--- src/hdl/mem_pkg.sv ---
`default_nettype none

package mem_pkg;

	// word address is {row, column}
	localparam int row_w = 9;
	localparam int col_w = 8;
	localparam int addr_w = row_w + col_w;
	localparam int data_w = 16;
	localparam int mem_words = 2 ** addr_w;

	typedef logic [addr_w-1:0] mem_addr_t;
	typedef logic [data_w-1:0] mem_data_t;

	typedef struct packed
	{
		logic      we;
		mem_addr_t addr;
		mem_data_t wdata;
	} mem_req_t;

	typedef struct packed
	{
		mem_data_t rdata;
	} mem_rsp_t;

endpackage

`default_nettype wire

--- src/hdl/pixel_fetch.sv ---
`timescale 1ns/1ns
`default_nettype none

module pixel_fetch
(
	input  wire                     clk,
	input  wire                     rst_n,
	input  wire                     video_go,
	input  wire [7:0]               cnt_col,
	input  wire [8:0]               cnt_row,
	input  wire                     ack,
	input  wire mem_pkg::mem_rsp_t  rsp,
	output logic                    req,
	output mem_pkg::mem_req_t       pkt,
	output logic                    col_step,
	output mem_pkg::mem_data_t      px_data,
	output logic                    px_valid
);

	import mem_pkg::*;

	typedef enum logic [1:0] {st_idle, st_wait, st_release} fetch_state_t;

	fetch_state_t state;
	mem_addr_t    fetch_addr;

	assign fetch_addr = {cnt_row, cnt_col};

	// advance only when the word is kept
	assign col_step = (state == st_wait) && ack && video_go;

	always_ff @(posedge clk)
	begin
		if (!rst_n)
		begin
			state    <= st_idle;
			req      <= 1'b0;
			px_valid <= 1'b0;
		end
		else
		begin
			px_valid <= 1'b0;
			case (state)
				st_idle:
					if (video_go)
					begin
						req   <= 1'b1;
						state <= st_wait;
					end
				st_wait:
					if (ack)
					begin
						req      <= 1'b0;
						// word is dropped once the window has closed
						px_valid <= video_go;
						state    <= st_release;
					end
				st_release:
					if (!ack)
						state <= st_idle;
				default:
					state <= st_idle;
			endcase
		end
	end

	always_ff @(posedge clk)
	begin
		if ((state == st_idle) && video_go)
			pkt <= '{we: 1'b0, addr: fetch_addr, wdata: '0};
		if ((state == st_wait) && ack)
			px_data <= rsp.rdata;
	end

endmodule

`default_nettype wire

--- config.mk ---
export PLATFORM = sky130hd
export DESIGN_NAME = pixel_fetch
export DESIGN_NICKNAME = d
export VERILOG_FILES = /design/src/hdl/mem_pkg.sv /design/src/hdl/pixel_fetch.sv
export SDC_FILE = /design/constraint.sdc
export NUM_CORES = 1
export LEC_CHECK = 0
export ABC_CLOCK_PERIOD_IN_PS = 1550
export BUFFER_PORTS_ARGS = -buffer_cell sky130_fd_sc_hd__buf_2
export CAP_MARGIN = 20
export CORE_ASPECT_RATIO = 0.8
export CORE_UTILIZATION = 36
export DETAILED_ROUTE_END_ITERATION = 8
export GPL_TIMING_DRIVEN = 0
export MAX_ROUTING_LAYER = met4
export PLACE_DENSITY = 0.85
export SLEW_MARGIN = 0
export SYNTH_ARGS = -nofsm -noshare
export SYNTH_HDL_FRONTEND = slang
export SYNTH_SLANG_ARGS = --single-unit
--- constraint.sdc ---
create_clock -name clk -period 1.55 [get_ports clk]
set_clock_uncertainty 0.05 [all_clocks]
set_input_delay 0.2325 -clock clk [delete_from_list [all_inputs] [get_ports clk]]
set_output_delay 0.2325 -clock clk [all_outputs]
set_load 0.005 [all_outputs]
Word level (Yosys, flattened, before mapping) --
Cells that the tools add are included.
Word-level totals: input port bits 37, register bits 37, logic and storage cells 25
Operators by class: eq/ne operators 5, muxes and demuxes 7, reduce and logical (&&, ||, !) cells 8
Operator list (number):
- $reduce_and A3 Y1 | 3
- $mux W2 | 3
- $ne A2 B2 Y1 const B | 3
- $pmux W2 S3 | 1
- $logic_and A1 B1 Y1 | 3
- $eq A2 B1 Y1 const B | 1
- $eq A2 B2 Y1 const B | 1
- $logic_not A2 Y1 | 1
- $mux W1 | 2
- $pmux W1 S2 | 1
- $reduce_bool A2 Y1 | 1

Logic depth before layout (Yosys ltp) --
Gate-level depths: netlist (run 1).
depth in word-level cells 3, mapped depth 2, depth with buffers taken out 2

Worst setup path after synthesis (run 1) --
Ideal clock, no wire load.
kind register -> register, start point reg state[1], end point reg pkt[16] (netlist name) (enable), setup slack -0.101 ns, data arrival time 1.210 ns, library setup time 0.390 ns, required time 1.110 ns, cell stages (with the launch flop) 3, path through dfxtp_1 nand2b_4 nor2_1
On the way: longest elaborated chain between the ends 2
RTL lines:
- from (decl) | line pixel_fetch.sv:24 | fetch_state_t state;
- from (signal assigned) | line pixel_fetch.sv:36 | state <= st_idle;
- from (signal assigned) | line pixel_fetch.sv:48 | state <= st_wait;
- from (signal assigned) | line pixel_fetch.sv:56 | state <= st_release;
- $logic_not A2 Y1 | line pixel_fetch.sv:69 | if ((state == st_idle) && video_go)
- $logic_and A1 B1 Y1 | line pixel_fetch.sv:69
- to (signal assigned) | line pixel_fetch.sv:70 | pkt <= '{we: 1'b0, addr: fetch_addr, wdata: '0};
- to (decl) | line pixel_fetch.sv:14 | output mem_pkg::mem_req_t pkt,
Every way passes these cells. A chain may end at the register's enable or synchronous reset.

Worst setup path in the final report (run 1) --
start point reg state[1], end point out col_step
On the way: longest elaborated chain between the ends 3
RTL lines:
- $eq A2 B1 Y1 | line pixel_fetch.sv:30 | assign col_step = (state == st_wait) && ack && video_go;
- $logic_and A1 B1 Y1 (2 in a row) | line pixel_fetch.sv:30
- to (decl) | line pixel_fetch.sv:15 | output logic col_step,
Every way passes these cells.

==> flow_summary_export.csv, run 1 <==
group,metric,value,unit
status,outcome,"finished clean",
yosys,ys_seq_area_share,81.6,%
timing,setup_tns,0,ns
yosys,synthDistinctLibCells,14,
floorplan,start_util,38.1,%
place,placed_area,1790,um^2
clock_network,cts_htree_levels,2,
clock_network,clkLatencyLatePin,0.27,ns
worst_setup_path,critPathCaptureType,"output pin",
global_routing,grt_pass1_wl,3430,um
route,wl,2290,um
floorplan,die-area,3890,um^2
place,io_buffers,72,
timing,min_period_over_period,92.7,%
timing,clock.fmax,0.696,GHz
yosys,synth.avg_cell_area,19.3,um^2
cells_and_area,antenna_cells,0,
worst_setup_path,path_cells,"and3b_4 > and2_1 > buf_2",
yosys,yosys.area_share.xor_xnor,0.667,%
yosys,yosys-top-cells-area,"edfxtp_1 (76%), buf_4 (9.7%), dfxtp_1 (6.1%)",
timing,finalWorstSetupSlack,0.114,ns
worst_setup_path,crit_required,1.27,ns
cells_and_area,stdcell_area,1890,um^2
floorplan,ios,90,
timing,rsz0062_at_grt,"false",
timing,maxSlewViolCount,0,
worst_setup_path,r2r_start,"state[1]",
worst_setup_path,crit_buf_inv,1,
place,gp_congestion,0.657,
yosys,synth_fa_ha_area_share,0,%
min_path,hp-start,"cnt_col[0]",
worst_setup_path,cp-start-kind,"flop",
worst_setup_path,worstSetupStartpoint,"state[1]",
global_routing,grt_max_degree,19,
clock_network,tritoncts,"yes",
route,route.vias.total,820,
worst_setup_path,slowest_stage,"dfxtp_1",
yosys,synth-simple-area-share,4.29,%
clock_network,clockBufferDepth,2,
route,drt_iter0_markers,38,
route,remaining_drc_errors,0,
yosys,synth_area_leader_cell,"edfxtp_1",
place,preCtsSetupSlack,-0.00206,ns
floorplan,fp-row-count,19,
route,drt_first_pass_iters,2,
worst_setup_path,max_stage_delay,0.39,ns
worst_setup_path,crit_type,"flop to output pin",
yosys,ys.warnings.count,0,
run,cap_violations,0,
yosys,netlist.area_leader.share,75.5,%
min_path,hold_path.class,"input pin to flop",
global_routing,antenna_found_initial,0,
route,postRouteAntennaNets,0,
floorplan,fp.dieW,69.5,um
clock_network,clkTransAtPathRegs,0.07,ns
cells_and_area,nets,201,
floorplan,die_h,56.0,um
yosys,synth_top_family_by_area,"buffers and inverters",
yosys,syn_inst,68,
pwr,p_per_area,1070,nW/um^2
pwr,finalPower,2.03,mW
cells_and_area,syn2layout_area_growth,44.3,%
place,dp_hpwl,1820,um
cells_and_area,final_core_util,55.0,%
route,wl_per_cell,11.1,um
global_routing,grt_use_total,12.6,%
cells_and_area,final_cell_mix,"buf_2 (72), edfxtp_1 (33), buf_4 (18)",
global_routing,grt_overflow,0,
worst_setup_path,cp_max_fo,4,
yosys,syn-cell-area,1310,um^2
yosys,synth_mux_area_share,0,%
global_routing,first_global_vias,751,
floorplan,core_area,3450,um^2
worst_setup_path,crit_arrival,1.15,ns
pwr,p_leak,0.879,nW
timing,finalHoldViolCount,0,
timing,fin_crit,1.44,ns
cells_and_area,final_common_cell,"buf_2",
clock_network,ctsHoldBuffers,0,
clock_network,cts_root_buffer,"clkbuf_8",
pwr,vdd_drop_max,0.504,mV
yosys,synth_compound_area_share,2.86,%
timing,setup_viol_count_final,0,
route,avgViaCountPerCell,3.96,
worst_setup_path,critPathTopFamily,"flip-flops",
cells_and_area,drive_gt1_share,61.2,%
clock_network,cts_inserted_buffers,5,
yosys,ys_ff_latch,37,
clock_network,clock-sinks,37,
-- state kept, by name, summed over array words and instances (netlist names) --
| signal | count |
|---|---|
| state | 2 |
| px_valid | 1 |
| px_data | 16 |
| req | 1 |
| pkt | 17 |
-- final cells by class --
class / count / area, um^2
flip-flops and latches: 37 / 1070
fillers: 300 / 1550
clock buffers: 8 / 90.1
plain buffers: 17 / 128
multi-input cells: 28 / 176
inverters: 2 / 7.51
well taps: 42 / 52.6
repair buffers: 73 / 368
-- cells by family (layout without fill, tap and decap cells) --
kind of cell | count (synthesis) | after routing
xor gates and xnor gates | 1 | 1
buffers and inverters | 19 | 100
DFF | 37 | 37
and+or+nand+nor | 8 | 8
other | 1 | 17
AOI/OAI and AO/OA | 2 | 2
-- cell usage after synthesis --
master and count:
nor2b_1 1, dfxtp_1 4, buf_4 17, a2111oi_1 1, nor2_1 2, conb_1 1, and2_1 1, inv_1 2
nand2b_4 1, edfxtp_1 33, a2111oi_4 1, and3b_2 1, and3_1 2, xor2_1 1
-- worst paths after layout --
kind,end,slack [ns],cells past startpoint
setup reg to reg,pkt[31],0.27,2
hold reg to reg,state[0],0.45,1
hold / removal,pkt[16],0.07,1
setup / recovery,col_step,0.11,3
-- layer usage --
layer,global-route usage (%),up-vias,wire [um]
met4,7.00,0,43
met1,13.5,369,801
li1,-,403,-
met2,21.2,43,1270
met3,3.44,5,181
met5,-,-,0
-- stage by stage --
step	std cells	hold WS (ns)
global route	207	0.0551
finish	207	0.0743
detailed placement	198	0.361
CTS	207	0.0641
floorplan	84	0.281
global placement	198	0.359
-- where the power goes --
group	switching (mW)	internal (mW)
Sequential	0.0188	1.15
Clock	0.298	0.362
Combinational	0.0902	0.109
Total	0.407	1.62
-- what timing repair did --
action / CTS / global route
pin swaps: 1 / 0
setup endpoints to repair: 18 / 1
setup buffers: 1 / 0
resized for setup: 2 / 1
Power figures use the tool's default switching activity.
==> run 2, diff against run 1 <==
--- a/config.mk
+++ b/config.mk
@@ -11,2 +11,3 @@
 export CORE_ASPECT_RATIO = 0.8
+export CORE_MARGIN = 5
 export CORE_UTILIZATION = 36
--- a/constraint.sdc
+++ b/constraint.sdc
@@ -4,2 +4,2 @@
 set_output_delay 0.2325 -clock clk [all_outputs]
-set_load 0.005 [all_outputs]
+set_load 0.1 [all_outputs]
==> run 2 against run 1 <==
- combinational power rose to 3.7 times the previous value
- worst hold slack got worse by 0.0013 ns
- via count is 2.1% higher
- critical path depth is the same
- critical path type unchanged
- critical endpoint unchanged
- highest routed layer unchanged
==> flow_summary_export.csv, run 2 (synthesis results as in run 1) <==
group,metric,value,unit
timing,setup_tns,0,ns
global_routing,grt_max_degree,19,
cells_and_area,largest_reg_flops,17,
run,cap_violations,0,
clock_network,clock-sinks,37,
clock_network,tritoncts,"yes",
pwr,finalPower,2.52,mW
timing,rsz0062_at_grt,"false",
pwr,vdd_drop_max,0.482,mV
route,wl,2730,um
floorplan,core_area,3470,um^2
clock_network,clockBufferDepth,2,
worst_setup_path,crit_type,"flop to output pin",
timing,finalHoldViolCount,0,
worst_setup_path,critPathCaptureType,"output pin",
worst_setup_path,crit_required,1.27,ns
cells_and_area,antenna_cells,0,
place,dp_hpwl,2140,um
floorplan,fp-row-count,19,
place,io_buffers,72,
global_routing,antenna_found_initial,0,
cells_and_area,final_cell_mix,"buf_2 (71), edfxtp_1 (33), buf_4 (19)",
timing,hold_ws,0.0730,ns
pwr,p_per_area,1320,nW/um^2
timing,fin_crit,1.50,ns
cells_and_area,syn2layout_area_growth,46.0,%
global_routing,first_global_vias,879,
route,drt_first_pass_iters,3,
clock_network,cts_htree_levels,2,
place,dp.cells,198,
clock_network,ctsHoldBuffers,0,
place,placed_area,1790,um^2
place,preCtsSetupSlack,-0.313,ns
timing,maxSlewViolCount,0,
pwr,p_leak,0.889,nW
cells_and_area,seqCellArea,1080,um^2
global_routing,grt_overflow,0,
cells_and_area,stdcell_area,1920,um^2
clock_network,clkTransAtPathRegs,0.07,ns
worst_setup_path,cp-start-kind,"flop",
route,postRouteAntennaNets,0,
floorplan,ios,90,
cells_and_area,final_core_util,55.2,%
cells_and_area,top_regs,"pkt: 17 flops, px_data: 16 flops, state: 2 flops",
global_routing,grt_use_total,12.0,%
cells_and_area,instances_no_fill,208,
route,route.vias.total,837,
worst_setup_path,crit_arrival,1.22,ns
timing,clock.fmax,0.666,GHz
cells_and_area,nFillCells,305,
clock_network,cts_root_buffer,"clkbuf_8",
cells_and_area,multi_input_area,179,um^2
route,avgViaCountPerCell,4.02,
route,drt_iter0_markers,29,
clock_network,clkLatencyLatePin,0.28,ns
global_routing,grt_pass1_wl,4300,um
clock_network,cts_inserted_buffers,5,
floorplan,die_h,64.0,um
timing,setup_viol_count_final,0,
status,outcome,"finished clean",
min_path,hold_path.class,"input pin to flop",
timing,finalWorstSetupSlack,0.0487,ns
cells_and_area,largest-register,"pkt",
cells_and_area,nets,202,
floorplan,start_util,37.8,%
floorplan,fp.dieW,77.5,um
place,gp_congestion,0.709,
cells_and_area,drive_gt1_share,63.9,%
route,wl_per_cell,13.1,um
route,remaining_drc_errors,0,
timing,min_period_over_period,96.9,%
worst_setup_path,cp_max_fo,3,
floorplan,die-area,4960,um^2
cells_and_area,final_common_cell,"buf_2",
## run 2: changes by cell type in the layout (fill, tap and decap cells not counted), sizes merged
cell | previous run | this run
clkinv | 0 | 2
clkbuf | 8 | 6
buf | 90 | 91
## run 2: path summary, 6_finish.rpt
check | startpoint | to | slack (ns) | cells after the start
setup reg to reg | state[1] | pkt[18] | 0.29 | 2
hold / removal | rsp[15] | px_data[15] | 0.07 | 1
hold reg to reg | state[0] | state[0] | 0.46 | 1
setup / recovery | state[1] | col_step | 0.05 | 3
## run 2: layout make-up
type / count / area share [%]
repair buffers: 74 / 20.4
clock buffers: 6 / 3.79
well taps: 42 / 2.74
clock inverters: 2 / 0.522
inverters: 2 / 0.392
plain buffers: 17 / 6.66
flip-flops and latches: 37 / 56.2
multi-input cells: 28 / 9.33
## run 2: routing by layer
metal	vias to the layer above	global-route usage, %	part of all wire (%)
met5	-	-	0
met4	0	5.15	1.1
met3	4	6.04	12
met2	65	19.2	47
met1	365	12.6	40
li1	403	-	-
## run 2: report_power, final
group	internal, mW	total (mW)	switching (mW)
combinational	0.118	0.734	0.616
clock	0.311	0.618	0.307
sequential	1.15	1.17	0.0182
## run 2: timing repair
item | in CTS | in global routing
pin swaps | 1 | 0
resized for setup | 8 | 2
hold endpoints to repair | 0 | 0
setup endpoints to repair | 18 | 1
buffers inserted | 1 | 1
## run 2: worst max-delay path: stages, from the launching register on
cell and delay [ns]:
dfxtp_2 0.33, and3b_4 0.29, and2_4 0.15, buf_12 0.16
