### src/hdl/mem_pkg.sv
`default_nettype none

package mem_pkg;

	// word address is {row, column}
	localparam int row_w = 9;
	localparam int col_w = 8;
	localparam int addr_w = row_w + col_w;
	localparam int data_w = 16;
	localparam int mem_words = 2 ** addr_w;

	typedef logic [addr_w-1:0] mem_addr_t;
	typedef logic [data_w-1:0] mem_data_t;

	typedef struct packed
	{
		logic      we;
		mem_addr_t addr;
		mem_data_t wdata;
	} mem_req_t;

	typedef struct packed
	{
		mem_data_t rdata;
	} mem_rsp_t;

endpackage

`default_nettype wire

### src/hdl/mem_arbiter.sv
`timescale 1ns/1ns
`default_nettype none

module mem_arbiter
(
	input  wire                     clk,
	input  wire                     rst_n,
	input  wire                     vid_req,
	input  wire mem_pkg::mem_req_t  vid_pkt,
	input  wire                     host_req,
	input  wire mem_pkg::mem_req_t  host_pkt,
	input  wire mem_pkg::mem_data_t mem_rdata,
	output logic                    vid_ack,
	output mem_pkg::mem_rsp_t       vid_rsp,
	output logic                    host_ack,
	output mem_pkg::mem_rsp_t       host_rsp,
	output logic                    mem_en,
	output logic                    mem_we,
	output mem_pkg::mem_addr_t      mem_addr,
	output mem_pkg::mem_data_t      mem_wdata
);

	import mem_pkg::*;

	typedef enum logic [1:0] {st_idle, st_access, st_ack} arb_state_t;

	arb_state_t state;
	logic       owner_host;
	logic       owner_req;
	mem_req_t   sel_pkt;

	assign sel_pkt   = owner_host ? host_pkt : vid_pkt;
	assign owner_req = owner_host ? host_req : vid_req;

	// memory is touched only in the access cycle
	assign mem_en    = (state == st_access);
	assign mem_we    = mem_en && sel_pkt.we;
	assign mem_addr  = sel_pkt.addr;
	assign mem_wdata = sel_pkt.wdata;

	// read data is held by the memory until the next access
	assign vid_rsp.rdata  = mem_rdata;
	assign host_rsp.rdata = mem_rdata;

	always_ff @(posedge clk)
	begin
		if (!rst_n)
		begin
			state      <= st_idle;
			owner_host <= 1'b0;
			vid_ack    <= 1'b0;
			host_ack   <= 1'b0;
		end
		else
		begin
			case (state)
				// fetcher first
				st_idle:
					if (vid_req)
					begin
						owner_host <= 1'b0;
						state      <= st_access;
					end
					else if (host_req)
					begin
						owner_host <= 1'b1;
						state      <= st_access;
					end
				st_access:
				begin
					vid_ack  <= !owner_host;
					host_ack <= owner_host;
					state    <= st_ack;
				end
				st_ack:
					if (!owner_req)
					begin
						vid_ack  <= 1'b0;
						host_ack <= 1'b0;
						state    <= st_idle;
					end
				default:
					state <= st_idle;
			endcase
		end
	end

endmodule

`default_nettype wire

### config.mk
export PLATFORM = sky130hd
export DESIGN_NAME = mem_arbiter
export DESIGN_NICKNAME = d
export VERILOG_FILES = /design/src/hdl/mem_pkg.sv /design/src/hdl/mem_arbiter.sv
export SDC_FILE = /design/constraint.sdc
export NUM_CORES = 1
export LEC_CHECK = 0
export BUFFER_PORTS_ARGS = -buffer_cell sky130_fd_sc_hd__buf_4
export CAP_MARGIN = 20
export CORE_ASPECT_RATIO = 0.9
export CORE_MARGIN = 10
export CORE_UTILIZATION = 23
export CTS_BUF_LIST = sky130_fd_sc_hd__clkbuf_8
export CTS_CLUSTER_DIAMETER = 50
export DETAILED_ROUTE_END_ITERATION = 16
export GPL_TIMING_DRIVEN = 1
export PLACE_DENSITY = 0.66
export SLEW_MARGIN = 30
export SYNTH_ARGS = -nofsm -noshare
export SYNTH_HDL_FRONTEND = slang
export SYNTH_SLANG_ARGS = --single-unit
### constraint.sdc
create_clock -name clk -period 1.8 [get_ports clk]
set_input_delay 0.18 -clock clk [delete_from_list [all_inputs] [get_ports clk]]
set_output_delay 0.18 -clock clk [all_outputs]
set_load 0.02 [all_outputs]
# --- Yosys cells after proc, flatten, opt, wreduce, memory -nomap -nowiden ---
# Index checks and enable logic that the tools add are counted.
totals:
  register_bits: 5
  output_inout_bits: 69
  elab_cells: 27
  in_bits: 88
classes:
  n_reduce_logical: 8
  n_eq_ne: 4
  muxes: 11
ops:
  columns: ["op", "n"]
  rows:
  - ["$mux W34", 1]
  - ["$mux W2", 3]
  - ["$pmux W2 S3", 1]
  - ["$reduce_and A2 Y1", 3]
  - ["$mux W1", 4]
  - ["$pmux W1 S2", 2]
  - ["$reduce_bool A2 Y1", 2]
  - ["$ne A3 B3 Y1 const B", 1]
  - ["$eq A2 B1 Y1 const B", 1]
  - ["$eq A2 B2 Y1 const B", 1]
  - ["$logic_not A2 Y1", 1]
  - ["$ne A2 B2 Y1 const B", 1]
  - ["$logic_and A1 B1 Y1", 1]
  - ["$logic_not A1 Y1", 1]

# --- Longest topological paths before layout ---
# Gate-level depths: netlist of the first run.
depth:
  ltp_word: 3
  ltp_mapped: 5
  mapped_depth_nobuf: 5

# --- Worst setup path before layout of the first run ---
# OpenSTA, ideal clock, no wires.
synth_path:
  kind: "register -> output"
  from: "register owner_host"
  to: "output port mem_addr[0]"
  required_time_ns: 1.620
  path_stages_with_launch: 4
  slack_ns: 0.585
  arrival_time_ns: 1.035
  path_buffers: 2
  cell_sequence: "dfxtp_1 -> buf_4 -> buf_6 -> mux2_2"
synth_via:
  elab_chain_cells: 1
synth_lines:
  columns: ["item", "line", "rtl"]
  rows:
  - ["from (decl)", "mem_arbiter.sv:28", "logic owner_host;"]
  - ["from (signal assigned)", "mem_arbiter.sv:50", "owner_host <= 1'b0;"]
  - ["from (signal assigned)", "mem_arbiter.sv:61", "owner_host <= 1'b0;"]
  - ["from (signal assigned)", "mem_arbiter.sv:66", "owner_host <= 1'b1;"]
  - ["$mux W34", "mem_arbiter.sv:32", "assign sel_pkt = owner_host ? host_pkt : vid_pkt;"]
  - ["to (decl)", "mem_arbiter.sv:19", "output mem_pkg::mem_addr_t mem_addr,"]
# No other way between the ends.

# --- Worst setup path after layout of the first run ---
layout_path:
  from: "register owner_host"
  to: "output port mem_addr[6]"
# Same word-level chain as after synthesis.

==> results.yml, run 1 <==
setup_path:
  cp-start-kind: "register"
  r2r-start: "owner_host"
  rr_worst_depth: 4
  worstPathRequired_ns: 1.62
  path_class: "register to output port"
  r2r_slack_ns: 0.48
  critPathCaptureType: "output port"
  cp_max_fo: 15
  reg2reg_to: "state[1]"
  worstPathArrival_ns: 1.35
floorplan:
  initial_core_util_pct: 23.7
  num_rows: 22
  placeableCoreArea_um2: 4070
  die_h_um: 81.5
  ios: 157
  die_area_um2: 7200
  dieWidth_um: 88.4
cts:
  holdBufCountCts: 0
  clk_path_buf_depth: 2
  cts_setup_buffers: 0
  clock_latency_ns: 0.23
  cts_made_buffers: 3
  post_cts_resized: 0
  cts_tree: "done"
  htree_num_levels: 1
  clockRootBuffer: "clkbuf_8"
  path_clk_slew_ns: 0.04
  cts_sinks: 5
placed_design:
  dp_hpwl_um: 3430
  place_ws_ns: 0.502
  place.gp.congestion: 0.700
  place_area_um2: 1580
  io_buffers: 108
final_layout:
  antenna_cells: 0
  stdcell_area_um2: 1620
  syn_to_final_growth_pct: 67.5
  layout-drive-gt1-share_pct: 82.8
  nNetsFinal: 273
  nFillCells: 420
synth:
  syn_area_per_cell_um2: 9.48
  synth_top_area_share_pct: 38.4
  netlist_area_um2: 967
  synth_edf_count: 0
  synthArstFlopShare_pct: 0
  yosysWarnings: 0
  synth_cells: 102
  synth_top_cell_by_area: "mux2_2"
  yosysSeqAreaShare_pct: 10.3
  synth_seq_cells: 5
  synth_ff_type: "dfxtp_1"
  synth_nets: 194
  yosys-top-cells-count: "buf_4 (33), mux2_2 (33), nand2_1 (6)"
  synthTopCellsByArea: "mux2_2 (38%), buf_4 (26%), dfxtp_1 (10%)"
  ys_types: 20
drt:
  drt_iter0_markers: 9
  ant_nets: 0
  firstDrtPassIters: 2
  wl_um: 3900
  vias_per_cell: 4.37
  wl_per_cell_um: 17.1
  dr_total_vias: 996
  drc_errors: 0
grt:
  grt_pass1_vias: 1041
  track_usage_pct: 9.32
  grt_max_degree: 17
  met1_usage_pct: 8.80
  grt_busiest_layer: "met2"
  grt_pass1_wl_um: 5350
  use_met2_pct: 16.6
  grtUsageMet3_pct: 5.64
  antenna_found_initial: 0
  gr-total-overflow: 0
sta:
  max_slew.worst_pin.slew_ns: 0.212
  final_max_slew_viol_count: 0
  setup_ws_ns: 0.271
  setup_viol: 0
  min_period_over_period_pct: 84.9
  tns_ns: 0
  fin_skew_ns: 0.00164
  hold_viol: 0
  finalCriticalPeriod_ns: 1.53
  holdWs_ns: 0.218
  max_freq_mhz: 654
  rsz0062_at_grt: "no"
  maxSlewHeadroom_pct: 85.8
power_and_ir_drop:
  p_leak_nw: 0.828
  ir_drop_v: 0.000412
  p_per_area_nw_per_um2: 639
min_path:
  holdCritPathClass: "primary input to register"
  hold_end: "owner_host"
  hold_path_depth: 3
  min_from: "host_req"
outcome:
  status: "finished, final reports clean"
job:
  drv_cap: 0
-- where the power goes --
group          leakage (nW)  total, W  internal (W)  switching (W)
Combinational         0.760  0.000682      0.000371       0.000312
Clock                0.0269  0.000206      0.000147      0.0000597
Sequential           0.0412  0.000146      0.000132      0.0000148
Total                 0.828   0.00103      0.000649       0.000386
-- flip-flops by register name (all words and copies together), names as in the netlist --
name / flops
vid_ack: 1
owner_host: 1
host_ack: 1
state: 2
-- routing by layer --
layer | share of wire [%] | wire [µm]
met1 | 33 | 1300
met3 | 16 | 641
met5 | 0 | 0
met4 | 1.2 | 46
met2 | 49 | 1910
-- how the worst max path moves through the flow --
stage | startpoint | to | slack, ns | depth (start not counted)
after detailed placement | owner_host | mem_addr[6] | 0.50 | 3
after global placement | owner_host | vid_ack | 0.51 | 4
after CTS | owner_host | mem_addr[6] | 0.26 | 3
final | owner_host | mem_addr[6] | 0.27 | 3
after floorplan | owner_host | mem_addr[0] | 0.59 | 3
after global routing | owner_host | mem_addr[4] | 0.23 | 3
-- worst max-delay path, cell delays in order, from the launching register on --
cell and delay [ns]:
dfxtp_1 0.34, buf_4 0.24, mux2_2 0.37, buf_4 0.16
-- stage by stage --
stage | std cells | power (W) | utilization, %
global route | 228 | 0.00110 | 39.8
CTS | 228 | 0.00105 | 39.8
finish | 228 | 0.00103 | 39.8
detailed placement | 224 | 0.000839 | 38.7
global placement | 224 | 0.000834 | 38.7
floorplan | 102 | 0.000643 | -
-- cell families after synthesis --
family,after synthesis,synth area share [%]
fa+ha+maj,4,5.17
compound gates,7,6.34
simple gates,11,5.82
mux,36,42.0
flops,5,10.3
buf+inv,39,30.3
-- layout make-up --
| cell class | instances | area [µm²] | share of cell area, % |
|---|---|---|---|
| repair buffers | 111 | 833 | 51.4 |
| multi-input cells | 58 | 574 | 35.4 |
| flip-flops and latches | 5 | 100 | 6.18 |
| well taps | 48 | 60.1 | 3.71 |
| clock buffers | 3 | 41.3 | 2.55 |
| inverters | 2 | 7.51 | 0.463 |
| clock inverters | 1 | 3.75 | 0.232 |
-- layout by cell type (no fill, tap or decap), types with 2 or more instances in the layout --
master,instances
o21ai_0,2
nand2_1,6
dfxtp_1,5
inv_1,3
clkbuf_8,3
nor2_1,2
mux2i_1,2
buf_4,111
mux2_2,33
ha_1,4
Power figures use the tool's default switching activity.
==> inputs of run 2 (changes only) <==
- PLACE_DENSITY: 0.66 -> 0.69
- clock period: 1.8 -> 1.4 ns (I/O delays scaled with it)
==> run 2 against run 1 <==
The run now ends with setup timing left. Cell count is the same. Clock power rose by 25%. Largest power group unchanged. Clock-buffer cell count stayed put. Worst setup slack worse by 0.29 ns. Critical path depth did not move. Routed wire length rose by 0.59%. Utilization rose by 3.6 points. Sequential share of layout area fell by 0.30 points. Die area unchanged. Critical endpoint is now mem_addr[2]. Total power is 38% higher. Non-clock buffer count did not move. Hold slack worse by 0.039 ns.
==> results.yml, run 2 (synthesis results as in run 1) <==
final_layout:
  largest_reg_flops: 2
  layout_commonest_cell: "buf_4"
  nFillCells: 395
  antenna_cells: 0
  multiInputGateArea_um2: 616
  nNetsFinal: 273
  final_cell_mix: "buf_4 (89), mux2_2 (22), buf_6 (20)"
  stdcell_area_um2: 1770
  syn_to_final_growth_pct: 82.5
  top_register: "state"
  layout-drive-gt1-share_pct: 83.3
  seq_area_um2: 104
min_path:
  min_from: "host_req"
  holdCritPathClass: "primary input to register"
  hold_end: "owner_host"
  hold_path_depth: 3
outcome:
  status: "finished with violations"
  violations: "setup timing"
grt:
  grt_pass1_wl_um: 5430
  track_usage_pct: 9.35
  antenna_found_initial: 0
  gr-total-overflow: 0
  grt_max_degree: 20
  grt_pass1_vias: 1034
sta:
  min_period_over_period_pct: 101
  rsz0062_at_grt: "yes"
  final_max_slew_viol_count: 0
  max_freq_mhz: 704
  hold_viol: 0
  maxSlewHeadroom_pct: 86.9
  setup_viol: 10
  fin_skew_ns: 0.00465
  finalCriticalPeriod_ns: 1.42
  setup_ws_ns: -0.0206
  max_slew.worst_pin.slew_ns: 0.195
setup_path:
  crit_buf_inv: 2
  worstPathRequired_ns: 1.26
  cp_cell_sequence: "buf_12 -> mux2_2 -> buf_4"
  critPathCaptureType: "output port"
  rr_worst_depth: 4
  reg2reg_to: "vid_ack"
  cp_max_fo: 19
  r2r_slack_ns: 0.16
  cp-start-kind: "register"
  cp_slowest_stage_delay_ns: 0.38
  slowest_stage: "dfxtp_4"
  cp_top_family: "flip-flops"
  r2r-start: "state[0]"
  path_class: "register to output port"
  worstPathArrival_ns: 1.28
drt:
  ant_nets: 0
  dr_total_vias: 961
  vias_per_cell: 4.21
  firstDrtPassIters: 2
  wl_um: 3930
  wl_per_cell_um: 17.2
  drt_iter0_markers: 16
  drc_errors: 0
floorplan:
  num_rows: 22
  placeableCoreArea_um2: 4070
  die_h_um: 81.5
  initial_core_util_pct: 23.7
  ios: 157
  dieWidth_um: 88.4
  die_area_um2: 7200
cts:
  clk_path_buf_depth: 2
  cts_made_buffers: 3
  htree_num_levels: 1
  cts_tree: "done"
  path_clk_slew_ns: 0.04
  cts_sinks: 5
  cts_setup_buffers: 0
  clockRootBuffer: "clkbuf_8"
  clock_latency_ns: 0.22
placed_design:
  place.gp.congestion: 0.761
  place_ws_ns: 0.0651
  place_area_um2: 1580
  dp_hpwl_um: 3390
  io_buffers: 108
power_and_ir_drop:
  p_leak_nw: 0.899
  ir_drop_v: 0.000696
  p_per_area_nw_per_um2: 809
job:
  drv_cap: 0
run 2: worst register-to-register path: cells and delay by family (launching register included):
kind,cells,cell delay (ns)
AOI/OAI and AO/OA,2,0.34
buffers and inverters,1,0.08
DFF,1,0.38
adders and majority gates,1,0.31
run 2: layout make-up:
cell class,count,share of cell area [%]
Clock inverter,1,0.213
Tap cell,48,3.40
Timing Repair Buffer,111,52.9
Sequential cell,5,5.88
Multi-Input combinational cell,58,34.9
Inverter,2,0.425
Clock buffer,3,2.34
run 2: worst max path at each step:
stage	startpoint	endpoint	depth (start not counted)
2_1_floorplan	owner_host	mem_addr[0]	3
3_3_place_gp	owner_host	mem_addr[16]	3
3_5_place_dp	owner_host	mem_addr[2]	3
4_1_cts	owner_host	mem_addr[2]	3
5_1_grt	owner_host	mem_addr[3]	3
6_report	owner_host	mem_addr[2]	3
run 2: layer usage:
| metal | global-route usage (%) | vias up | routed length (µm) |
|---|---|---|---|
| li1 | - | 474 | - |
| met4 | 1.45 | 0 | 6 |
| met3 | 6.03 | 2 | 676 |
| met1 | 9.35 | 406 | 1330 |
| met5 | 0 | - | 0 |
| met2 | 16.4 | 79 | 1910 |
run 2: timing repair:
action / in CTS / in global routing
resized for setup: 25 / 14
hold buffers: 0 / 0
endpoints found under the setup margin: 34 / 33
run 2: power by group:
| part | switching (W) | leakage [nW] | total [W] | internal (W) |
|---|---|---|---|---|
| Clock | 0.0000705 | 0.0269 | 0.000258 | 0.000188 |
| Combinational | 0.000417 | 0.830 | 0.000977 | 0.000559 |
| Sequential | 0.0000230 | 0.0418 | 0.000193 | 0.000170 |
run 2: metrics by stage:
step | power (W) | TNS, ns | cells | utilization, % | hold slack [ns]
floorplan | 0.000826 | 0 | 102 | - | 0.283
global placement | 0.00107 | 0 | 224 | 38.7 | 0.280
detailed placement | 0.00107 | 0 | 224 | 38.7 | 0.280
CTS | 0.00141 | -0.353 | 228 | 42.0 | 0.173
global route | 0.00152 | -0.938 | 228 | 43.3 | 0.194
finish | 0.00143 | -0.0686 | 228 | 43.3 | 0.178
