**src/hdl/mem_pkg.sv**
```systemverilog
`default_nettype none

package mem_pkg;

	// word address is {row, column}
	localparam int row_w = 9;
	localparam int col_w = 8;
	localparam int addr_w = row_w + col_w;
	localparam int data_w = 16;
	localparam int mem_words = 2 ** addr_w;

	typedef logic [addr_w-1:0] mem_addr_t;
	typedef logic [data_w-1:0] mem_data_t;

	typedef struct packed
	{
		logic      we;
		mem_addr_t addr;
		mem_data_t wdata;
	} mem_req_t;

	typedef struct packed
	{
		mem_data_t rdata;
	} mem_rsp_t;

endpackage

`default_nettype wire

```
**src/hdl/host_port.sv**
```systemverilog
`timescale 1ns/1ns
`default_nettype none

module host_port
(
	input  wire                     clk,
	input  wire                     rst_n,
	input  wire                     host_req,
	input  wire mem_pkg::mem_req_t  host_pkt,
	input  wire                     ack,
	input  wire mem_pkg::mem_rsp_t  rsp,
	output logic                    host_ack,
	output mem_pkg::mem_rsp_t       host_rsp,
	output logic                    req,
	output mem_pkg::mem_req_t       pkt
);

	typedef enum logic [1:0] {st_idle, st_inner, st_drain, st_outer} host_state_t;

	host_state_t state;

	always_ff @(posedge clk)
	begin
		if (!rst_n)
		begin
			state    <= st_idle;
			req      <= 1'b0;
			host_ack <= 1'b0;
		end
		else
		begin
			case (state)
				st_idle:
					if (host_req)
					begin
						req   <= 1'b1;
						state <= st_inner;
					end
				st_inner:
					if (ack)
					begin
						req   <= 1'b0;
						state <= st_drain;
					end
				// outer ack only once the arbiter has let go
				st_drain:
					if (!ack)
					begin
						host_ack <= 1'b1;
						state    <= st_outer;
					end
				st_outer:
					if (!host_req)
					begin
						host_ack <= 1'b0;
						state    <= st_idle;
					end
				default:
					state <= st_idle;
			endcase
		end
	end

	always_ff @(posedge clk)
	begin
		if ((state == st_idle) && host_req)
			pkt <= host_pkt;
		if ((state == st_inner) && ack)
			host_rsp <= rsp;
	end

endmodule

`default_nettype wire

```
**config.mk**
```make
export PLATFORM = sky130hd
export DESIGN_NAME = host_port
export DESIGN_NICKNAME = d
export VERILOG_FILES = /design/src/hdl/mem_pkg.sv /design/src/hdl/host_port.sv
export SDC_FILE = /design/constraint.sdc
export NUM_CORES = 1
export LEC_CHECK = 0
export BUFFER_PORTS_ARGS = -buffer_cell sky130_fd_sc_hd__buf_2
export CORE_ASPECT_RATIO = 0.75
export CORE_MARGIN = 2
export CORE_UTILIZATION = 39
export DETAILED_ROUTE_END_ITERATION = 16
export GPL_TIMING_DRIVEN = 1
export PLACE_DENSITY = 0.75
export SLEW_MARGIN = 30
export SYNTH_ARGS = -nofsm -noshare
export SYNTH_HDL_FRONTEND = slang
export SYNTH_SLANG_ARGS = --single-unit
```
**constraint.sdc**
```tcl
create_clock -name clk -period 2.14 [get_ports clk]
set_clock_uncertainty 0.1 [all_clocks]
set_input_delay 0.642 -clock clk [delete_from_list [all_inputs] [get_ports clk]]
set_output_delay 0.642 -clock clk [all_outputs]
set_load 0.03 [all_outputs]
```
# After elaboration in Yosys (flattened, before gate mapping)
# Cells that the tools add are included.
[op_classes]
n_eq_ne = 7
mux = 11
n_reduce_logical = 8
[op_table]
columns = ["cell", "count"]
rows = [
  ["$mux 2", 4],
  ["$ne 2x2->1 const B", 4],
  ["$pmux 2 s4", 1],
  ["$reduce_and 3->1", 2],
  ["$eq 2x2->1 const B", 2],
  ["$mux 1", 4],
  ["$pmux 1 s2", 2],
  ["$reduce_and 4->1", 1],
  ["$reduce_bool 2->1", 2],
  ["$eq 2x1->1 const B", 1],
  ["$logic_and 1x1->1", 2],
  ["$logic_not 2->1", 1],
]
[word_totals]
register_bits = 54
inputBits = 54
out_inout_bits = 52
wordCells = 33

# Longest topological paths before layout
# Gate-level depths: netlist of the first run.
[logic_depth]
word_depth = 3
mapped_depth = 5

# Least setup slack after synthesis of the first run
# Ideal clock, no wire load.
[synth_timing]
path_type = "in2reg"
startpoint = "input port host_req"
endpoint = "register req"
arrival_ns = 1.854
t_required_ns = 1.913
slack_ns = 0.059
cell_stages = 3
cell_sequence = "and2_1 -> and2_4 -> a2111oi_2"
[synth_via]
elab_chain_cells = 2
[synth_rtl]
columns = ["item", "line", "rtl"]
rows = [
  ["start: declaration", "host_port.sv:8", "input wire host_req,"],
  ["$ne 2x2->1 (no line)", "-", ""],
  ["$reduce_and 3->1 (no line)", "-", ""],
  ["end signal: assignment", "host_port.sv:27", "req <= 1'b0;"],
  ["end signal: assignment", "host_port.sv:36", "req <= 1'b1;"],
  ["end signal: assignment", "host_port.sv:42", "req <= 1'b0;"],
  ["end: declaration", "host_port.sv:14", "output logic req,"],
]
# Every way passes these cells.
# A chain may end at the register's enable or synchronous reset.

# Final worst setup path of the first run
[layout_timing]
startpoint = "register pkt[28] in the netlist's numbering"
endpoint = "output port pkt[28] in the netlist's numbering"
[layout_rtl]
columns = ["item", "line", "rtl"]
rows = [
  ["start: declaration", "host_port.sv:15", "output mem_pkg::mem_req_t pkt"],
  ["start signal: assignment", "host_port.sv:67", "pkt <= host_pkt;"],
]
# No word-level cell between the ends.

==> impl_metrics.json, run 1 <==
{
  "fin_crit_ns": 1.62,
  "fin_cells": 259,
  "synth_seq_cells": 54,
  "p_per_area_nw_per_um2": 1250,
  "portBuffers": 105,
  "vias_per_cell": 4.42,
  "synth_cell_type_count": 19,
  "clkTransAtPathRegs_ns": 0.09,
  "slew_violations": 0,
  "drtIter0Drc": 63,
  "htree_levels": 2,
  "ant_nets": 0,
  "ctsRootBufferMaster": "clkbuf_8",
  "cp.required_ns": 1.40,
  "start_util_pct": 41.0,
  "p_switching_w": 0.00111,
  "wl_per_cell_um": 13.9,
  "ctsResizeCount": 0,
  "leakagePower_nw": 1.11,
  "core_area_um2": 4490,
  "area_growth_pct": 39.6,
  "rsz0062_at_grt": "false",
  "synth_nets": 148,
  "hold_path_class": "reg -> reg",
  "tightest_slew_ns": 0.365,
  "cts_tree": "done",
  "p_comb_share_pct": 31.9,
  "slowest_stage": "edfxtp_1",
  "maxCapViolCount": 0,
  "final_cell_mix": "105 x buf_2, 50 x edfxtp_1, 6 x ha_1",
  "min_to": "host_ack$_SDFFE_PN0P_",
  "clockPowerShare_pct": 20.9,
  "crit_chain": "buf_2",
  "power_frac_seq_pct": 47.3,
  "layout-drive-gt1-share_pct": 58.9,
  "io_pins": 106,
  "antenna_found_initial": 0,
  "dp_cells": 251,
  "synth_top_area_share_pct": 81.6,
  "synth_area_um2": 1840,
  "fp.dieH_um": 63.5,
  "hold_buffers": 0,
  "wl_mm": 3.61,
  "rr_endpoint": "req$_SDFFE_PN0P_",
  "drcViolationCount": 0,
  "yosysSeqAreaShare_pct": 85.9,
  "setup_viol": 0,
  "status": "finished, final reports clean",
  "max_freq_ghz": 0.617,
  "critPathMaxStageDelay_ns": 0.39,
  "rows": 21,
  "crit_arrival_ns": 0.88,
  "hold_viol": 0,
  "gr-total-overflow": 0,
  "yosysWarningCount": 0,
  "criticalPathCategory": "reg -> out",
  "grt_usage_pct": 13.7,
  "gp_congestion": 0.793,
  "cp-start-kind": "flip-flop",
  "slew_headroom_pct": 75.7,
  "antennaDiodeCount": 0,
  "hold_start": "host_ack$_SDFFE_PN0P_",
  "path_max_fanout": 1,
  "p_int_w": 0.00209,
  "dr_total_vias": 1145,
  "nets": 261,
  "max-vdd-ir-drop_mv": 0.553,
  "avgSynthCellArea_um2": 20.9,
  "min_path_cells": 2,
  "period_share_pct": 75.8,
  "layout_commonest_cell": "buf_2",
  "crit_family": "flip-flops",
  "die_x_um": 83.3,
  "die_area_um2": 5290,
  "grt_pass1_vias": 1130,
  "insertion_delay_ns": 0.29,
  "yosysTopAreaCell": "edfxtp_1",
  "cp_num_buf_inv": 1,
  "hpwl_mm": 2.81,
  "rr_worst_depth": 5,
  "p_sw_share_pct": 34.6,
  "grt_max_degree": 35,
  "post_cts_buffers": 0,
  "r2r_slack_ns": 0.53,
  "synth.area.top_cells": "edfxtp_1 82%, dfxtp_1 4.4%, ha_1 4.1%, mux2i_1 1.6%, nand2_1 1.0%",
  "holdWs_ns": 0.373,
  "cts_buffer_depth": 2,
  "endpoint_kind": "primary output",
  "cts_buffers": 5,
  "clkSinkCount": 54,
  "utilization_pct": 57.2,
  "grt_first_pass_wirelength_mm": 5.46,
  "tns_ns": 0,
  "reg2reg_from": "state[0]$_SDFFE_PN0P_",
  "synthCells": 88,
  "total_power_w": 0.00320,
  "dr.pass1.iters": 4
}
## routing by layer
layer,vias to the layer above,global-route usage [%],wire length (um)
li1,557,-,-
met1,533,15.6,1430
met2,50,23.6,1840
met3,5,4.85,288
met4,0,5.53,45
met5,-,0,0
## worst max path at each step
stage	end	cells after the start	from	slack (ns)
final	pkt[28]	1	pkt[28]$_DFFE_PP_	0.52
after global routing	req$_SDFFE_PN0P_	5	state[0]$_SDFFE_PN0P_	0.40
after CTS	pkt[28]	1	pkt[28]$_DFFE_PP_	0.49
after detailed placement	req$_SDFFE_PN0P_	4	host_req	0.51
after global placement	req$_SDFFE_PN0P_	4	host_req	0.52
after floorplan	req$_SDFFE_PN0P_	3	host_req	0.06
## metrics by stage
stage | setup WS [ns] | cell area [um^2]
2_1_floorplan | 0.0588 | 1840
3_3_place_gp | 0.517 | 2460
3_5_place_dp | 0.514 | 2460
4_1_cts | 0.488 | 2570
5_1_grt | 0.403 | 2570
6_report | 0.518 | 2570
## worst min-delay path: stages (launching register included)
cell and delay (ns):
dfxtp_1 0.32, nand2_1 0.05, o21bai_1 0.06
## cells by family after synthesis
group,after synthesis,synth area share (%)
flops,54,85.9
simple gates,15,5.03
compound gates,7,2.72
fa+ha+maj,6,4.08
buf+inv,3,0.612
mux,3,1.63
## area by class of cell
cell class	count	area [um^2]
Clock buffer	5	68.8
Clock inverter	3	42.5
Fill cell	373	1920
Inverter	3	11.3
Multi-Input combinational cell	31	248
Sequential cell	54	1580
Tap cell	57	71.3
Timing Repair Buffer	106	546
## cell usage after synthesis (all sizes together)
master   count
nand3        2
inv          3
o21bai       1
dfxtp        4
and2         3
or2          1
mux2i        3
a2111oi      1
edfxtp      50
a211oi       1
ha           6
a21oi        3
o21ai        1
nand2        5
nand2b       4
## flip-flops by register name (all words and copies together), names as in the netlist
name and count:
host_ack 1, host_rsp 16, pkt 34, req 1, state 2
## power groups by stage
stage	Clock (W)	Sequential, W	Combinational, W
2_1_floorplan	0	0.00195	0.000291
3_3_place_gp	0	0.00153	0.00102
3_5_place_dp	0	0.00154	0.00103
4_1_cts	0.000691	0.00152	0.00103
5_1_grt	0.000741	0.00154	0.00109
6_report	0.000668	0.00151	0.00102
Note: power is estimated with default switching activity, not from simulation.
==> run 2: changes to the inputs <==
Settings changed: ABC_AREA set to 1, CORE_UTILIZATION 39 to 38, PLACE_DENSITY 0.75 to 0.74.
Clock period 2.14 ns to 1.36 ns, I/O delays scaled along.
==> run 2 against run 1 <==
Compared with the run above: the flow now finishes with violations (setup timing); non-clock buffer count increased by 5; clock-buffer cell count stayed put; critical path depth stayed put; combinational power is 110% higher; routed wire length up 6.9%; cell area up 16%; critical path type unchanged; largest cell class unchanged.
==> impl_metrics.json, run 2 <==
{
  "nFillCells": 338,
  "cts_tree": "done",
  "nets": 275,
  "reg_top3": "pkt: 34 flops, host_rsp: 16 flops, state: 2 flops",
  "cp_num_buf_inv": 1,
  "largest_reg_flops": 34,
  "cp.required_ns": 0.85,
  "wl_met1_mm": 1.35,
  "htree_levels": 2,
  "insertion_delay_ns": 0.29,
  "setup_viol": 6,
  "criticalPathCategory": "reg -> out",
  "holdWs_ns": 0.181,
  "fin_crit_ns": 1.38,
  "synthCells": 97,
  "max_freq_ghz": 0.722,
  "tightest_slew_ns": 0.155,
  "synth_area_um2": 1830,
  "leakagePower_nw": 1.26,
  "synth_ff_type": "edfxtp_1",
  "cts_buffer_depth": 2,
  "period_share_pct": 102,
  "synth_seq_cells": 54,
  "synth_top_area_share_pct": 82.0,
  "dp_cells": 262,
  "ant_nets": 0,
  "synth.area.top_cells": "edfxtp_1 82%, dfxtp_1 4.4%, ha_1 4.1%, nand2_1 2.0%, nand2_2 1.7%",
  "gp_congestion": 0.796,
  "yosysWarningCount": 0,
  "antennaDiodeCount": 0,
  "fp.dieH_um": 64.1,
  "wl_mm": 3.86,
  "grt_max_degree": 20,
  "dr.pass1.iters": 4,
  "hold_viol": 0,
  "synth_edf_count": 50,
  "crit_chain": "buf_6",
  "yosysSeqAreaShare_pct": 86.3,
  "slowest_stage": "edfxtp_1",
  "drtIter0Drc": 34,
  "layout-drive-gt1-share_pct": 65.1,
  "clkTransAtPathRegs_ns": 0.09,
  "slew_violations": 0,
  "rsz0062_at_grt": "true",
  "violations": "setup timing",
  "fin_cells": 272,
  "antenna_found_initial": 0,
  "rows": 21,
  "status": "complete, but fails checks",
  "cts_buffers": 5,
  "hpwl_mm": 2.93,
  "cp-start-kind": "flip-flop",
  "gr-total-overflow": 0,
  "wl_met3_um": 227,
  "hold_path_class": "in -> reg",
  "path_max_fanout": 1,
  "dr_total_vias": 1204,
  "tns_ns": -0.0695,
  "async_flop_share_pct": 0,
  "grt_usage_pct": 14.2,
  "dr_wl_met2_mm": 2.21,
  "vias_per_cell": 4.43,
  "endpoint_kind": "primary output",
  "crit_arrival_ns": 0.88,
  "clkSinkCount": 54,
  "slew_headroom_pct": 89.6,
  "grt_pass1_vias": 1220,
  "grt_first_pass_wirelength_mm": 5.70,
  "synth_common_cells": "50 x edfxtp_1, 10 x nand2_1, 6 x ha_1",
  "top_layer": "met4",
  "critPathMaxStageDelay_ns": 0.42,
  "core_area_um2": 4550,
  "portBuffers": 105,
  "hold_buffers": 0,
  "io_pins": 106,
  "max-vdd-ir-drop_mv": 1.27,
  "ctsRootBufferMaster": "clkbuf_8",
  "setup_ws_ns": -0.0242,
  "layout_commonest_cell": "buf_2",
  "drcViolationCount": 0,
  "area_growth_pct": 62.2,
  "synth_nets": 157,
  "max_flop_register": "pkt",
  "wl_per_cell_um": 14.2,
  "avgSynthCellArea_um2": 18.9,
  "die_x_um": 84.2,
  "die_area_um2": 5400,
  "crit_family": "flip-flops",
  "utilization_pct": 65.3,
  "final_cell_mix": "53 x buf_2, 50 x edfxtp_1, 49 x buf_6",
  "post-synth-top-count-cell": "edfxtp_1",
  "yosysTopAreaCell": "edfxtp_1",
  "synth_cell_type_count": 16,
  "start_util_pct": 40.3,
  "maxCapViolCount": 0,
  "p_per_area_nw_per_um2": 1830,
  "dpl_worst_slack_ns": 0.0190
}
==> run 2: changes by cell type after synthesis, sizes merged, moves of 2 or more <==
cell,change
mux2i,-3
nor2,+8
a21oi,-2
and2,-3
inv,+5
nand2,+10
nand2b,-4
==> run 2: path summary, 6_finish.rpt <==
check / startpoint / endpoint / slack, ns / depth (start not counted)
hold reg to reg: req$_SDFFE_PN0P_ / req$_SDFFE_PN0P_ / 0.39 / 2
setup reg to reg: state[0]$_SDFFE_PN0P_ / host_rsp[1]$_DFFE_PP_ / 0.04 / 5
hold / removal: host_pkt[20] / pkt[20]$_DFFE_PP_ / 0.18 / 1
setup / recovery: pkt[24]$_DFFE_PP_ / pkt[24] / -0.02 / 1
==> run 2: per-layer routing <==
metal	vias up	GRT usage (%)
li1	579	-
met2	41	26.2
met1	576	14.7
met5	-	0
met3	8	5.17
met4	0	5.24
==> run 2: area by class of cell <==
class	count	area (um^2)	area share (%)
clock inverters	2	13.8	0.463
inverters	8	42.5	1.43
multi-input cells	35	263	8.85
well taps	57	71.3	2.40
repair buffers	111	922	31.0
clock buffers	5	68.8	2.32
flip-flops and latches	54	1590	53.5
==> run 2: cell families after synthesis <==
group / Yosys count / synth area share, %
flip-flops: 54 / 86.3
AND/OR/NAND/NOR: 26 / 7.04
buffers and inverters: 8 / 1.64
adder cells (fa/ha/maj): 6 / 4.10
AO/OA/AOI/OAI: 3 / 0.888
==> run 2: report_power, final <==
group          total, W  internal (W)  switching, W
Sequential      0.00244       0.00226      0.000183
Clock          0.000837      0.000356      0.000481
Combinational   0.00214      0.000935       0.00121
Total           0.00542       0.00355       0.00187
==> run 2: stage by stage <==
stage | area [um^2] | power (W)
detailed placement | 2520 | 0.00414
global route | 2970 | 0.00569
global placement | 2520 | 0.00410
finish | 2970 | 0.00542
CTS | 2830 | 0.00525
floorplan | 1860 | 0.00355
==> run 2: repair_timing <==
item / 4_1_cts / 5_1_grt
endpoints found under the setup margin: 37 / 105
buffers inserted: 0 / 3
pin swaps: 0 / 1
gates cloned: 0 / 0
resized for setup: 72 / 51
